<file path="src/common/edge_job_pkg.sv">
package edge_job_pkg;

	////////////////////////////////////////
	// Geometry of edges and cache lines
	////////////////////////////////////////

	localparam int ADDR_W          = 32;
	localparam int EDGE_BYTES      = 4;
	localparam int LINE_BYTES      = 32;
	localparam int LINE_EDGES      = LINE_BYTES / EDGE_BYTES;
	localparam int LINE_W          = LINE_BYTES * 8;
	localparam int EDGE_FIFO_DEPTH = 16;

	// Occupancy counter of the edge queue, 0 to depth
	localparam int QUEUE_LEVEL_W = $clog2(EDGE_FIFO_DEPTH + 1);

	////////////////////////////////////////
	// Vector types
	////////////////////////////////////////

	typedef logic [ADDR_W-1:0]                 addr_t;
	typedef logic [31:0]                       vertex_id_t;
	typedef logic [15:0]                       edge_count_t;
	typedef logic [EDGE_BYTES*8-1:0]           edge_word_t;
	// Slot k sits in bytes 4k..4k+3, byte 0 is the LSB
	typedef logic [LINE_W-1:0]                 line_t;
	typedef logic [$clog2(LINE_EDGES)-1:0]     line_slot_t;
	typedef logic [$clog2(LINE_EDGES+1)-1:0]   line_count_t;

	// One queued edge job as stored in the FIFO
	localparam int EDGE_JOB_W = $bits(vertex_id_t) + $bits(edge_count_t) + $bits(edge_word_t);

	typedef logic [EDGE_JOB_W-1:0] edge_job_t;

	// Fetch sequencer states
	typedef enum logic [1:0] {
		FETCH_WAIT_VERTEX,
		FETCH_PLAN,
		FETCH_ISSUE,
		FETCH_WAIT_DATA
	} fetch_state_t;

endpackage

</file>
<file path="src/common/edge_unpack_if.sv">
`timescale 1ns/1ns

// Line description handed from the sequencer to the unpacker
interface edge_unpack_if import edge_job_pkg::*; ();

	line_slot_t  seek;
	line_count_t count;
	vertex_id_t  src;
	edge_count_t base_id;
	// Pulses with the last edge push of the line
	logic        done;

	modport sequencer (
		output seek,
		output count,
		output src,
		output base_id,
		input  done
	);

	modport unpacker (
		input  seek,
		input  count,
		input  src,
		input  base_id,
		output done
	);

endinterface

</file>
<file path="src/rtl/sync_fifo.sv">
`timescale 1ns/1ns

module sync_fifo #(
	parameter int WIDTH = 8,
	parameter int DEPTH = 16
) (
	input  logic                       clock,
	input  logic                       rstn,
	input  logic                       push,
	input  logic [WIDTH-1:0]           push_data,
	input  logic                       pop,
	output logic [WIDTH-1:0]           pop_data,
	output logic                       pop_valid,
	output logic                       empty,
	output logic [$clog2(DEPTH+1)-1:0] level
);

	logic [WIDTH-1:0]         mem [DEPTH];
	logic [$clog2(DEPTH)-1:0] wr_ptr;
	logic [$clog2(DEPTH)-1:0] rd_ptr;
	logic                     full;
	logic                     do_push;
	logic                     do_pop;

	assign empty   = (level == '0);
	assign full    = (level == DEPTH);
	assign do_push = push && !full;
	// Pop on empty is dropped
	assign do_pop  = pop && !empty;

	always_ff @(posedge clock) begin
		if (do_push) begin
			mem[wr_ptr] <= push_data;
		end
		if (do_pop) begin
			pop_data <= mem[rd_ptr];
		end
	end

	always_ff @(posedge clock or negedge rstn) begin
		if (!rstn) begin
			wr_ptr    <= '0;
			rd_ptr    <= '0;
			level     <= '0;
			pop_valid <= 1'b0;
		end else begin
			pop_valid <= do_pop;
			if (do_push) begin
				wr_ptr <= (wr_ptr == DEPTH - 1) ? '0 : wr_ptr + 1'b1;
			end
			if (do_pop) begin
				rd_ptr <= (rd_ptr == DEPTH - 1) ? '0 : rd_ptr + 1'b1;
			end
			case ({do_push, do_pop})
				2'b10:   level <= level + 1'b1;
				2'b01:   level <= level - 1'b1;
				default: level <= level;
			endcase
		end
	end

endmodule

</file>
<file path="src/edge_fetch/edge_fetch_fsm.sv">
`timescale 1ns/1ns

module edge_fetch_fsm import edge_job_pkg::*; (
	input  logic                     clock,
	input  logic                     rstn,
	input  logic                     vertex_valid,
	input  vertex_id_t               vertex_id,
	input  edge_count_t              vertex_edge_idx,
	input  edge_count_t              vertex_degree,
	output logic                     vertex_ready,
	input  addr_t                    edge_base,
	input  logic [QUEUE_LEVEL_W-1:0] queue_level,
	output logic                     read_cmd_request,
	output addr_t                    read_cmd_addr,
	output line_count_t              read_cmd_count,
	input  logic                     read_cmd_grant,
	edge_unpack_if.sequencer         unpack
);

	fetch_state_t state;
	fetch_state_t next_state;

	// Current vertex bookkeeping
	vertex_id_t  cur_src;
	edge_count_t next_idx;
	edge_count_t remaining;
	edge_count_t id_base;

	// Planned command for the line holding next_idx
	addr_t       edge_addr;
	line_slot_t  plan_slot;
	line_count_t plan_room;
	line_count_t plan_count;
	logic        queue_room;

	////////////////////////////////////////
	// Line planning
	////////////////////////////////////////

	always_comb begin
		edge_addr  = edge_base + (addr_t'(next_idx) << $clog2(EDGE_BYTES));
		// Word index inside the line gives the first wanted slot
		plan_slot  = line_slot_t'(edge_addr >> $clog2(EDGE_BYTES));
		plan_room  = line_count_t'(LINE_EDGES) - line_count_t'(plan_slot);
		if (remaining < edge_count_t'(plan_room)) begin
			plan_count = line_count_t'(remaining);
		end else begin
			plan_count = plan_room;
		end
	end

	// Only start a line when the queue can absorb all of it
	assign queue_room = (queue_level <= QUEUE_LEVEL_W'(EDGE_FIFO_DEPTH - LINE_EDGES));

	assign vertex_ready = (state == FETCH_WAIT_VERTEX);

	////////////////////////////////////////
	// State machine
	////////////////////////////////////////

	always_comb begin
		next_state = state;
		case (state)
			FETCH_WAIT_VERTEX: begin
				if (vertex_valid) begin
					next_state = FETCH_PLAN;
				end
			end
			FETCH_PLAN: begin
				if (remaining == '0) begin
					next_state = FETCH_WAIT_VERTEX;
				end else if (queue_room) begin
					next_state = FETCH_ISSUE;
				end
			end
			FETCH_ISSUE: begin
				if (read_cmd_grant) begin
					next_state = FETCH_WAIT_DATA;
				end
			end
			FETCH_WAIT_DATA: begin
				if (unpack.done) begin
					next_state = FETCH_PLAN;
				end
			end
			default: next_state = FETCH_WAIT_VERTEX;
		endcase
	end

	always_ff @(posedge clock or negedge rstn) begin
		if (!rstn) begin
			state            <= FETCH_WAIT_VERTEX;
			read_cmd_request <= 1'b0;
			next_idx         <= '0;
			remaining        <= '0;
			id_base          <= '0;
		end else begin
			state <= next_state;
			if (state == FETCH_WAIT_VERTEX && vertex_valid) begin
				next_idx  <= vertex_edge_idx;
				remaining <= vertex_degree;
				id_base   <= '0;
			end
			if (state == FETCH_PLAN && remaining != '0 && queue_room) begin
				read_cmd_request <= 1'b1;
			end
			// Command consumed, move past the edges of this line
			if (state == FETCH_ISSUE && read_cmd_grant) begin
				read_cmd_request <= 1'b0;
				next_idx         <= next_idx + edge_count_t'(read_cmd_count);
				remaining        <= remaining - edge_count_t'(read_cmd_count);
				id_base          <= id_base + edge_count_t'(read_cmd_count);
			end
		end
	end

	// Command and line description, held until the unpacker is done
	always_ff @(posedge clock) begin
		if (state == FETCH_WAIT_VERTEX && vertex_valid) begin
			cur_src <= vertex_id;
		end
		if (state == FETCH_PLAN) begin
			read_cmd_addr  <= edge_addr & ~addr_t'(LINE_BYTES - 1);
			read_cmd_count <= plan_count;
			unpack.seek    <= plan_slot;
			unpack.base_id <= id_base;
		end
	end

	assign unpack.count = read_cmd_count;
	assign unpack.src   = cur_src;

endmodule

</file>
<file path="src/edge_fetch/edge_line_unpacker.sv">
`timescale 1ns/1ns

module edge_line_unpacker import edge_job_pkg::*; (
	input  logic            clock,
	input  logic            rstn,
	input  logic            read_data_valid,
	input  line_t           read_data,
	edge_unpack_if.unpacker unpack,
	output logic            push,
	output vertex_id_t      push_src,
	output edge_count_t     push_id,
	output edge_word_t      push_dest
);

	line_t       line_q;
	logic        active;
	line_slot_t  slot;
	line_count_t step;
	edge_word_t  slot_word;
	logic        last_step;

	// Edge words are stored big endian in memory
	function automatic edge_word_t swap_bytes(input edge_word_t word);
		edge_word_t swapped;
		for (int b = 0; b < EDGE_BYTES; b++) begin
			swapped[8*b +: 8] = word[8*(EDGE_BYTES-1-b) +: 8];
		end
		return swapped;
	endfunction

	////////////////////////////////////////
	// Line capture and slot walk
	////////////////////////////////////////

	always_ff @(posedge clock) begin
		if (read_data_valid) begin
			line_q <= read_data;
		end
	end

	assign last_step = (line_count_t'(step + 1'b1) == unpack.count);

	always_ff @(posedge clock or negedge rstn) begin
		if (!rstn) begin
			active <= 1'b0;
			slot   <= '0;
			step   <= '0;
		end else if (read_data_valid) begin
			// Leading edges of other vertices are skipped by seeking
			active <= 1'b1;
			slot   <= unpack.seek;
			step   <= '0;
		end else if (active) begin
			slot <= slot + 1'b1;
			step <= step + 1'b1;
			if (last_step) begin
				active <= 1'b0;
			end
		end
	end

	////////////////////////////////////////
	// Edge push toward the queue
	////////////////////////////////////////

	assign slot_word   = line_q[slot * $bits(edge_word_t) +: $bits(edge_word_t)];

	assign push        = active;
	assign push_src    = unpack.src;
	assign push_id     = unpack.base_id + edge_count_t'(step);
	assign push_dest   = swap_bytes(slot_word);
	assign unpack.done = active && last_step;

endmodule

</file>
<file path="src/rtl/edge_job_control.sv">
`timescale 1ns/1ns

module edge_job_control import edge_job_pkg::*; (
	input  logic        clock,
	input  logic        rstn,
	input  logic        vertex_valid,
	input  vertex_id_t  vertex_id,
	input  edge_count_t vertex_edge_idx,
	input  edge_count_t vertex_degree,
	output logic        vertex_ready,
	input  addr_t       edge_base,
	output logic        read_cmd_request,
	output addr_t       read_cmd_addr,
	output line_count_t read_cmd_count,
	input  logic        read_cmd_grant,
	input  logic        read_data_valid,
	input  line_t       read_data,
	input  logic        edge_request,
	output logic        edge_valid,
	output vertex_id_t  edge_src,
	output edge_word_t  edge_dest,
	output edge_count_t edge_id
);

	edge_unpack_if unpack ();

	logic                     push;
	vertex_id_t               push_src;
	edge_count_t              push_id;
	edge_word_t               push_dest;
	edge_job_t                push_word;
	edge_job_t                pop_word;
	logic [QUEUE_LEVEL_W-1:0] queue_level;

	edge_fetch_fsm i_fetch (
		.clock            (clock),
		.rstn             (rstn),
		.vertex_valid     (vertex_valid),
		.vertex_id        (vertex_id),
		.vertex_edge_idx  (vertex_edge_idx),
		.vertex_degree    (vertex_degree),
		.vertex_ready     (vertex_ready),
		.edge_base        (edge_base),
		.queue_level      (queue_level),
		.read_cmd_request (read_cmd_request),
		.read_cmd_addr    (read_cmd_addr),
		.read_cmd_count   (read_cmd_count),
		.read_cmd_grant   (read_cmd_grant),
		.unpack           (unpack.sequencer)
	);

	edge_line_unpacker i_unpacker (
		.clock           (clock),
		.rstn            (rstn),
		.read_data_valid (read_data_valid),
		.read_data       (read_data),
		.unpack          (unpack.unpacker),
		.push            (push),
		.push_src        (push_src),
		.push_id         (push_id),
		.push_dest       (push_dest)
	);

	// Edge job word layout is src, id, dest from the top
	assign push_word = {push_src, push_id, push_dest};

	sync_fifo #(
		.WIDTH ($bits(edge_job_t)),
		.DEPTH (EDGE_FIFO_DEPTH)
	) i_edge_queue (
		.clock     (clock),
		.rstn      (rstn),
		.push      (push),
		.push_data (push_word),
		.pop       (edge_request),
		.pop_data  (pop_word),
		.pop_valid (edge_valid),
		.empty     (),
		.level     (queue_level)
	);

	assign {edge_src, edge_id, edge_dest} = pop_word;

endmodule

</file>
<file path="config.mk">
export PLATFORM = sky130hd
export DESIGN_NAME = edge_job_control
export DESIGN_NICKNAME = d
export VERILOG_FILES = /design/src/common/edge_job_pkg.sv /design/src/common/edge_unpack_if.sv /design/src/rtl/sync_fifo.sv /design/src/edge_fetch/edge_fetch_fsm.sv /design/src/edge_fetch/edge_line_unpacker.sv /design/src/rtl/edge_job_control.sv
export SDC_FILE = /design/constraint.sdc
export NUM_CORES = 2
export LEC_CHECK = 0
export BUFFER_PORTS_ARGS = -buffer_cell sky130_fd_sc_hd__buf_4
export CORE_ASPECT_RATIO = 1.2
export CORE_MARGIN = 8
export CORE_UTILIZATION = 55
export CTS_BUF_LIST = sky130_fd_sc_hd__clkbuf_2 sky130_fd_sc_hd__clkbuf_4 sky130_fd_sc_hd__clkbuf_8
export DETAILED_ROUTE_END_ITERATION = 12
export GPL_ROUTABILITY_DRIVEN = 0
export GPL_TIMING_DRIVEN = 0
export PLACE_DENSITY = 0.81
export SETUP_SLACK_MARGIN = 0.2
export SYNTH_ARGS = -nofsm -noshare
export SYNTH_HDL_FRONTEND = slang
export SYNTH_SLANG_ARGS = --single-unit
</file>
<file path="constraint.sdc">
create_clock -name clock -period 8 [get_ports clock]
set_input_delay 0.4 -clock clock [delete_from_list [all_inputs] [get_ports clock]]
set_output_delay 0.4 -clock clock [all_outputs]
set_load 0.05 [all_outputs]
</file>
**Word level (Yosys, flattened, before mapping)**

Memories as Yosys holds them, arrays and structs flattened. A register that Yosys moved wholly into a read port is not among the register bits.
Cells that the tools add are included.

- Register bits after elaboration: 411
- Output and inout port bits: 119
- Bits in read-only memories: 0
- Bits in latches: 0
- Memories kept: 1
- Memory bits (writable): 1280
- Logic and storage cells: 92

- $lt $le $gt $ge: 2
- Divide/modulo/power cells: 0
- Reductions and logical operators: 18
- Add/subtract/negate cells: 12
- Equal/unequal tests: 13
- Bitwise gates (word level): 0
- Shift-type cells: 1
- Multiply operators: 0
- Multiplexer cells: 27

Memories:

| name | depth | bits a word | rd ports | clocked after Yosys merged registers in | wr ports | line | text |
|---|---|---|---|---|---|---|---|
| i_edge_queue.mem | 16 | 80 | 1 | 1 | 1 | sync_fifo.sv:18 | `logic [WIDTH-1:0] mem [DEPTH];` |

Operator list:

| kind | number |
|---|---|
| 256-bit by 9-bit variable part select with 32-bit output | 1 |
| 16-bit two-way mux | 6 |
| 16-bit by 4-bit adder with 16-bit output | 3 |
| 32-bit by 18-bit adder with 32-bit output | 1 |
| 4-bit two-way mux | 5 |
| 16-bit zero test | 1 |
| 16-bit by 4-bit < comparator with 1-bit output | 1 |
| 16-bit nonzero test | 1 |
| 16-bit by 4-bit subtractor with 16-bit output | 1 |
| 4-bit by 1-bit adder with 4-bit output (second input constant) | 3 |
| 2-bit two-way mux | 5 |
| 5-bit case mux with 2 select lines | 1 |
| 4-bit equality test (second input constant) | 2 |
| 2-bit case mux with 4 select lines | 1 |
| 2-bit nonzero test | 4 |
| 1-bit logical AND | 7 |
| 1-bit two-way mux | 7 |
| 2-bit equality test (second input constant) | 3 |
| 3-bit two-way mux | 2 |
| 5-bit by 1-bit adder with 5-bit output (second input constant) | 1 |
| 5-bit equality test (second input constant) | 1 |
| 5-bit by 4-bit <= comparator with 1-bit output (second input constant) | 1 |
| 5-bit zero test | 1 |
| 5-bit by 1-bit subtractor with 5-bit output (second input constant) | 1 |
| 10 further kinds | 13 |

**Depth between registers and ports, before layout**

- Word-level depth: 5
- Mapped depth: 12
- Mapped depth without buffers: 11

**By module**

Synthesis repeated with hierarchy kept, for this count alone.

- Cells, all modules: 3225
- Area total of the unflattened synthesis: 68675.9 µm²

Modules (own cells, without submodules):

| module | seq. area each (µm²) | area each (µm²) | times used | cells an instance |
|---|---|---|---|---|
| sync_fifo | 41189.5 | 51074.0 | 1 | 2130 |
| edge_line_unpacker | 7887.6 | 10731.5 | 1 | 494 |
| edge_fetch_fsm | 3738.6 | 6870.3 | 1 | 601 |

**Least setup slack after synthesis**

No wires, ideal clock.

- Kind: register to register
- Start point: register i_unpacker.active, in the netlist i_unpacker.push
- End point: memory i_edge_queue.mem[3][0] (netlist bit) (enable)
- Cell stages (with the launch flop): 6
- Required time: 7.384 ns
- Data arrival time: 6.546 ns
- Slack: 0.837 ns
- Cell sequence: dfrtp_1 -> clkbuf_1 -> o21a_1 -> buf_2 -> nand2_1 -> nor3_1

- Cells in the longest elaborated chain, start to end: 3

RTL lines:

| what | line | text |
|---|---|---|
| start, declared | edge_line_unpacker.sv:16 | `logic active;` |
| start signal, assigned | edge_line_unpacker.sv:45 | `active <= 1'b0;` |
| start signal, assigned | edge_line_unpacker.sv:50 | `active <= 1'b1;` |
| start signal, assigned | edge_line_unpacker.sv:57 | `active <= 1'b0;` |
| 1-bit logical AND | sync_fifo.sv:27 | `assign do_push = push && !full;` |
| 1-bit two-way mux | sync_fifo.sv:32 | `if (do_push) begin` |
| 1-bit two-way mux (not written as such) | sync_fifo.sv:33 | `mem[wr_ptr] <= push_data;` |
| end, declared | sync_fifo.sv:18 |  |

Every way passes these cells.

**Final worst setup path**

- Start point: register i_edge_queue.level[1]
- End point: register i_edge_queue.level[4]

- Cells in the longest elaborated chain, start to end: 5
- Elaborated cells between the ends (all ways): 12

RTL lines:

| what | line | text |
|---|---|---|
| start, declared | sync_fifo.sv:15 | `output logic [$clog2(DEPTH+1)-1:0] level` |
| start signal, assigned | sync_fifo.sv:55 | `2'b10: level <= level + 1'b1;` |
| start signal, assigned | sync_fifo.sv:56 | `2'b01: level <= level - 1'b1;` |
| start signal, assigned | sync_fifo.sv:57 | `default: level <= level;` |
| 5-bit zero test (*) | sync_fifo.sv:25 | `assign empty = (level == '0);` |
| 1-bit zero test (*) | sync_fifo.sv:29 | `assign do_pop = pop && !empty;` |
| 1-bit logical AND (*) | sync_fifo.sv:29 |  |
| via i_edge_queue.do_pop | sync_fifo.sv:23 | `logic do_pop;` |
| 2-bit by 1-bit equality test with 1-bit output / 2-bit equality test (equally long branches) | sync_fifo.sv:54 | `case ({do_push, do_pop})` |
| 5-bit case mux with 2 select lines / 2-bit nonzero test (equally long branches) | -- |  |

The timed path passes the listed nets; every way through them passes the cells marked *.
A chain may end at the register's enable or synchronous reset.

==> results <==
- The portion of netlist area occupied by mux cells is 12.82%.
- Leaving out filler cells and counting taps, the final layout contains 6,659.
- Entering global routing, the biggest net connects 141 pins.
- The overall global routing resource usage is 26.41%.
- The total power divided by cell area is 395.2 mW/mm2.
- The main combinational cell family by area after synthesis is multiplexers.
- The instance count of the mapped netlist is 3,611.
- In this run the most critical hold path is launched from read_data_valid.
- The synthesized netlist devotes 5.280% of its cell area to compound gates.
- The total core area is 0.1249 mm2.
- Setup slack on the critical path of the routed design comes to 3952 ps.
- The post-route clock skew is 74.69 ps.
- Along the worst path, the maximum fanout reaches 30.
- The HPWL after detailed placement is 115.9 mm.
- The detailed-route vias per instance is 6.117.
- The detail route stage leaves a number of antenna-violating nets equal to 0.
- The number of buffer cells added on primary ports is 469.
- For this design the top-level I/O count stands at 477.
- Compared with the post-synthesis result, the final layout area differs by 22.89%.
- The clock input transition at the sequential cells of the worst setup and hold paths is 70 ps.
- The post-detailed-placement cell area is 0.07627 mm2.
- The share of cells above drive strength 1 is 27.50%.
- In this run, synthesis inferred 1,698 flip-flops with an integrated enable.
- Of the total power, the clock network draws 21.8%.
- The worst setup path is of the flop to flop kind.
- The clock latency on the worst-skew pair is 990 ps.
- The synthesized design contains 1,771 register bits.
- The via count of the first global-routing pass is 42,960.
- The clock passes through at most 4 buffers.
- The total count of hold-check failures in the final report is 0.
- Measured along the x axis, the die boundary spans 339.8 um.
- Timing would allow up to 247.0 MHz.
- After synthesis, flip-flops and latches occupy 76.32% of the total area.
- The arrival time reported for the critical path endpoint is 4860 ps.
- The required arrival time at the worst endpoint is 8810 ps.
- The average cell area after synthesis is 19.16 um2.
- Sequential cells burn 42.5% of the power.
- The post-placement cell count is 5,821.
- After the first detailed-routing iteration, the DRC count stood at 4,582.
- The type of origin of the critical path is a flop.
- The reported leakage power is 30.07 nW.
- The most frequently used flop master after synthesis is edfxtp_1.
- The tree built by TritonCTS fans out to 1,771 sinks.
- The pre-CTS setup slack is 3971 ps.
- The first global-routing pass estimated 271.3 mm of wire.
- STA classifies the critical path endpoint as a flop.
- Summing every instance area after synthesis gives 0.06920 mm2.
- Max-cap violations in this run came to 0.
- The path class of the tightest hold or removal check is input pin to flop.
- With fillers left out, the area of the finished cells amounts to 0.08504 mm2.
- In the final routed layout, each cell accounts on average for 27.99 um.
- The worst pin sits at a relative slew slack of 10.95%.
- Of the total synthesized cell area, the portion taken by full adders, half adders and majority gates is 1.096%.
- The switching share of total power is 35.88%.
- The number of placement rows is 142.
- Summing the areas of all and, or, nand and nor instances in the mapped netlist gives 2.253% of the synthesized area.
- Buffers inserted during clock tree synthesis total 282.
- The proportion of register bits with asynchronous set or reset after synthesis is 4.122%.
- The critical register-to-register path startpoint is i_edge_queue.level[1].
- The total overflow reported by the global router is 0.
- Summed over all nets, the switching power comes to 12.06 mW.
- Setup repair after global routing left no endpoint under its margin.
- The total detailed-routing wirelength is 186.4 mm.
- The detailed-route via count is 40,730.
- The maximum resistive drop on vdd is 272.5 uV.
- The slew at the pin closest to its max-slew limit is 1336 ps.
- Measured on the finished design, the core utilization comes to 68.09%.
- The die span in y is 404.6 um.
- The synthesized netlist contains 72 unique library cells.
- The number of antenna violations at the first check in global routing is 17.
- The final number of setup-violating endpoints is 0.
- The maximum level of the CTS H-tree is 5.
- The CTS root buffer is clkbuf_8.
- The share of total power dissipated in combinational logic is 35.8%.
- Yosys printed 0 warnings.
- The shortest period the worst path allows is 4048 ps.
- The layout net count is 5,222.
- The die covers 0.1375 mm2.
- For this run, the detailed router's first-pass iteration total came to 5.
- Hold timing on the final database bottoms out at a slack of 75.83 ps.
- The launching instance or port of the critical path is i_edge_queue.level[1].
- Summing the areas of all xor and xnor instances in the mapped netlist gives 0.8064% of the synthesized area.
- The starting density of the core is 55.40%.
- The final number of max-transition violations was 0.
- In the routed design, unresolved DRC markers number 0.
- The flow ran to the end, and the final reports show no timing, DRC or antenna violations.
- The share of the cycle needed by the critical path after routing is 50.60%.
- The internal portion of the total power is 21.55 mW.
- The CTS tree is built.
==> routing by layer <==
metal / global-route usage, % / part of all wire [%]
met1: 31.83 / 35
met5: 0 / 0.0070
met3: 5.870 / 9.2
met2: 45.21 / 51
met4: 12.91 / 4.8
==> state kept, by name, summed over array words and instances, names as in the netlist, 2 cells and up <==
signal,count
i_fetch.read_cmd_addr,27
i_fetch.next_idx,16
i_unpacker.step,4
i_unpacker.line_q,256
i_unpacker.slot,3
i_edge_queue.level,5
i_fetch.remaining,16
i_fetch.unpack.base_id,16
i_fetch.unpack.src,32
i_fetch.read_cmd_count,4
i_fetch.state,2
i_fetch.unpack.seek,3
i_edge_queue.wr_ptr,4
i_edge_queue.pop_data,80
i_fetch.id_base,16
i_edge_queue.mem,1280
i_edge_queue.rd_ptr,4
==> power by group through the flow <==
stage	Sequential (mW)	Clock, mW	Combinational, mW
after floorplan	15.4	0	6.29
after global placement	14.7	0	10.9
after detailed placement	14.4	0	11.7
after CTS	14.3	7.32	11.9
after global routing	14.4	7.78	12.7
final	14.3	7.31	12.0
==> Yosys cell counts, drive strengths merged, types with 2 or more instances <==
| cell | n | area (um2) |
|---|---|---|
| a221o | 3 | 30.03 |
| o211ai | 4 | 30.03 |
| mux2i | 255 | 2552 |
| a31oi | 3 | 25.02 |
| a221oi | 80 | 700.7 |
| nor4 | 3 | 33.78 |
| nor3 | 22 | 137.6 |
| o21bai | 3 | 22.52 |
| and3 | 14 | 87.58 |
| nor2 | 63 | 236.5 |
| inv | 40 | 150.1 |
| a32oi | 2 | 17.52 |
| a311oi | 8 | 70.07 |
| fa | 6 | 120.1 |
| nand2b | 6 | 37.54 |
| nor2b | 10 | 62.56 |
| nand4 | 10 | 62.56 |
| xnor2 | 38 | 332.8 |
| edfxtp | 1698 | 50990 |
| o31a | 2 | 17.52 |
| a22oi | 84 | 630.6 |
| buf | 96 | 521.7 |
| nand2 | 162 | 610.6 |
| o21a | 6 | 45.04 |
| a21oi | 117 | 589.3 |
| a21o | 19 | 142.6 |
| or2 | 2 | 12.51 |
| o22ai | 2 | 12.51 |
| or3 | 4 | 30.03 |
| o21ai | 208 | 1052 |
| mux4 | 224 | 5045 |
| o211a | 2 | 20.02 |
| a211oi | 14 | 117.6 |
| xor2 | 23 | 201.4 |
| nand3 | 30 | 155.1 |
| nor3b | 4 | 41.29 |
| and2 | 4 | 25.02 |
| ha | 51 | 638.1 |
| clkbuf | 83 | 311.6 |
| o31ai | 4 | 30.03 |
| a22o | 3 | 26.28 |
| dfrtp | 73 | 1827 |
| mux2 | 113 | 1272 |
==> cell type report <==
class	count	area (um2)
sequential	1771	52820
fill	7504	39860
multi-input combinational	1625	15540
timing repair buffer	908	8453
clock buffer	372	4576
tap	1656	2072
buffer	179	833.3
clock inverter	90	556.8
inverter	40	152.6
antenna	18	45.04
==> what timing repair did <==
item	in CTS	in global routing
buffers inserted	0	0
gates resized for setup	0	0
endpoints found under the hold margin	420	0
hold buffers	358	0
==> cells by family (layout without fill, tap and decap cells) <==
group | Yosys count | after routing
DFF | 1771 | 1771
other | 1 | 23
xor gates and xnor gates | 62 | 62
and+or+nand+nor | 337 | 337
muxes | 592 | 592
AOI/OAI and AO/OA | 572 | 572
adders and majority gates | 57 | 57
buffers and inverters | 219 | 1589
==> worst paths after layout <==
kind | end | slack [ps] | cells past startpoint
min reg2reg | i_unpacker.slot[0] | 450 | 2
min in group asynchronous | i_fetch.next_idx[11] | 200 | 2
min | i_unpacker.line_q[178] | 80 | 1
max in group asynchronous | i_fetch.remaining[5] | 7010 | 2
max reg2reg | i_edge_queue.level[4] | 3950 | 11
max | i_edge_queue.level[4] | 3950 | 11
==> through the flow <==
| step | total power, mW | setup TNS (ps) |
|---|---|---|
| after floorplan | 21.66 | 0 |
| after global placement | 25.59 | -2304090 |
| after detailed placement | 26.08 | 0 |
| after CTS | 33.49 | 0 |
| after global routing | 34.86 | 0 |
| final | 33.61 | 0 |
==> worst max-delay path, stage by stage (launching register included) <==
cell     delay [ps]
dfrtp_1         420
or3_1           370
or2_1           240
o21ai_1         840
inv_4           440
ha_1            440
fa_1            430
a21o_1          210
a21oi_1         180
xor2_1          170
nor2_1           70
xnor2_1         140
==> cells in the final DEF (no fill, tap or decap), types with 37 or more instances in the layout <==
master / synthesis / final
xnor2_1: 38 / 37
buf_2: 57 / 57
a22oi_1: 84 / 84
inv_1: 38 / 37
mux2_2: 73 / 73
mux2i_1: 255 / 255
edfxtp_1: 1698 / 1698
ha_1: 51 / 50
o21ai_1: 59 / 59
a221oi_1: 80 / 80
dlygate4sd3_1: 0 / 358
clkbuf_8: 0 / 285
mux2_1: 40 / 40
nor2_1: 63 / 51
a21oi_1: 116 / 116
dfrtp_1: 73 / 73
clkinv_1: 0 / 54
nand2_1: 161 / 161
clkbuf_1: 83 / 83
buf_4: 24 / 496
mux4_2: 224 / 224
o21ai_0: 148 / 148
clkbuf_4: 0 / 87
Power figures use the tool's default switching activity.
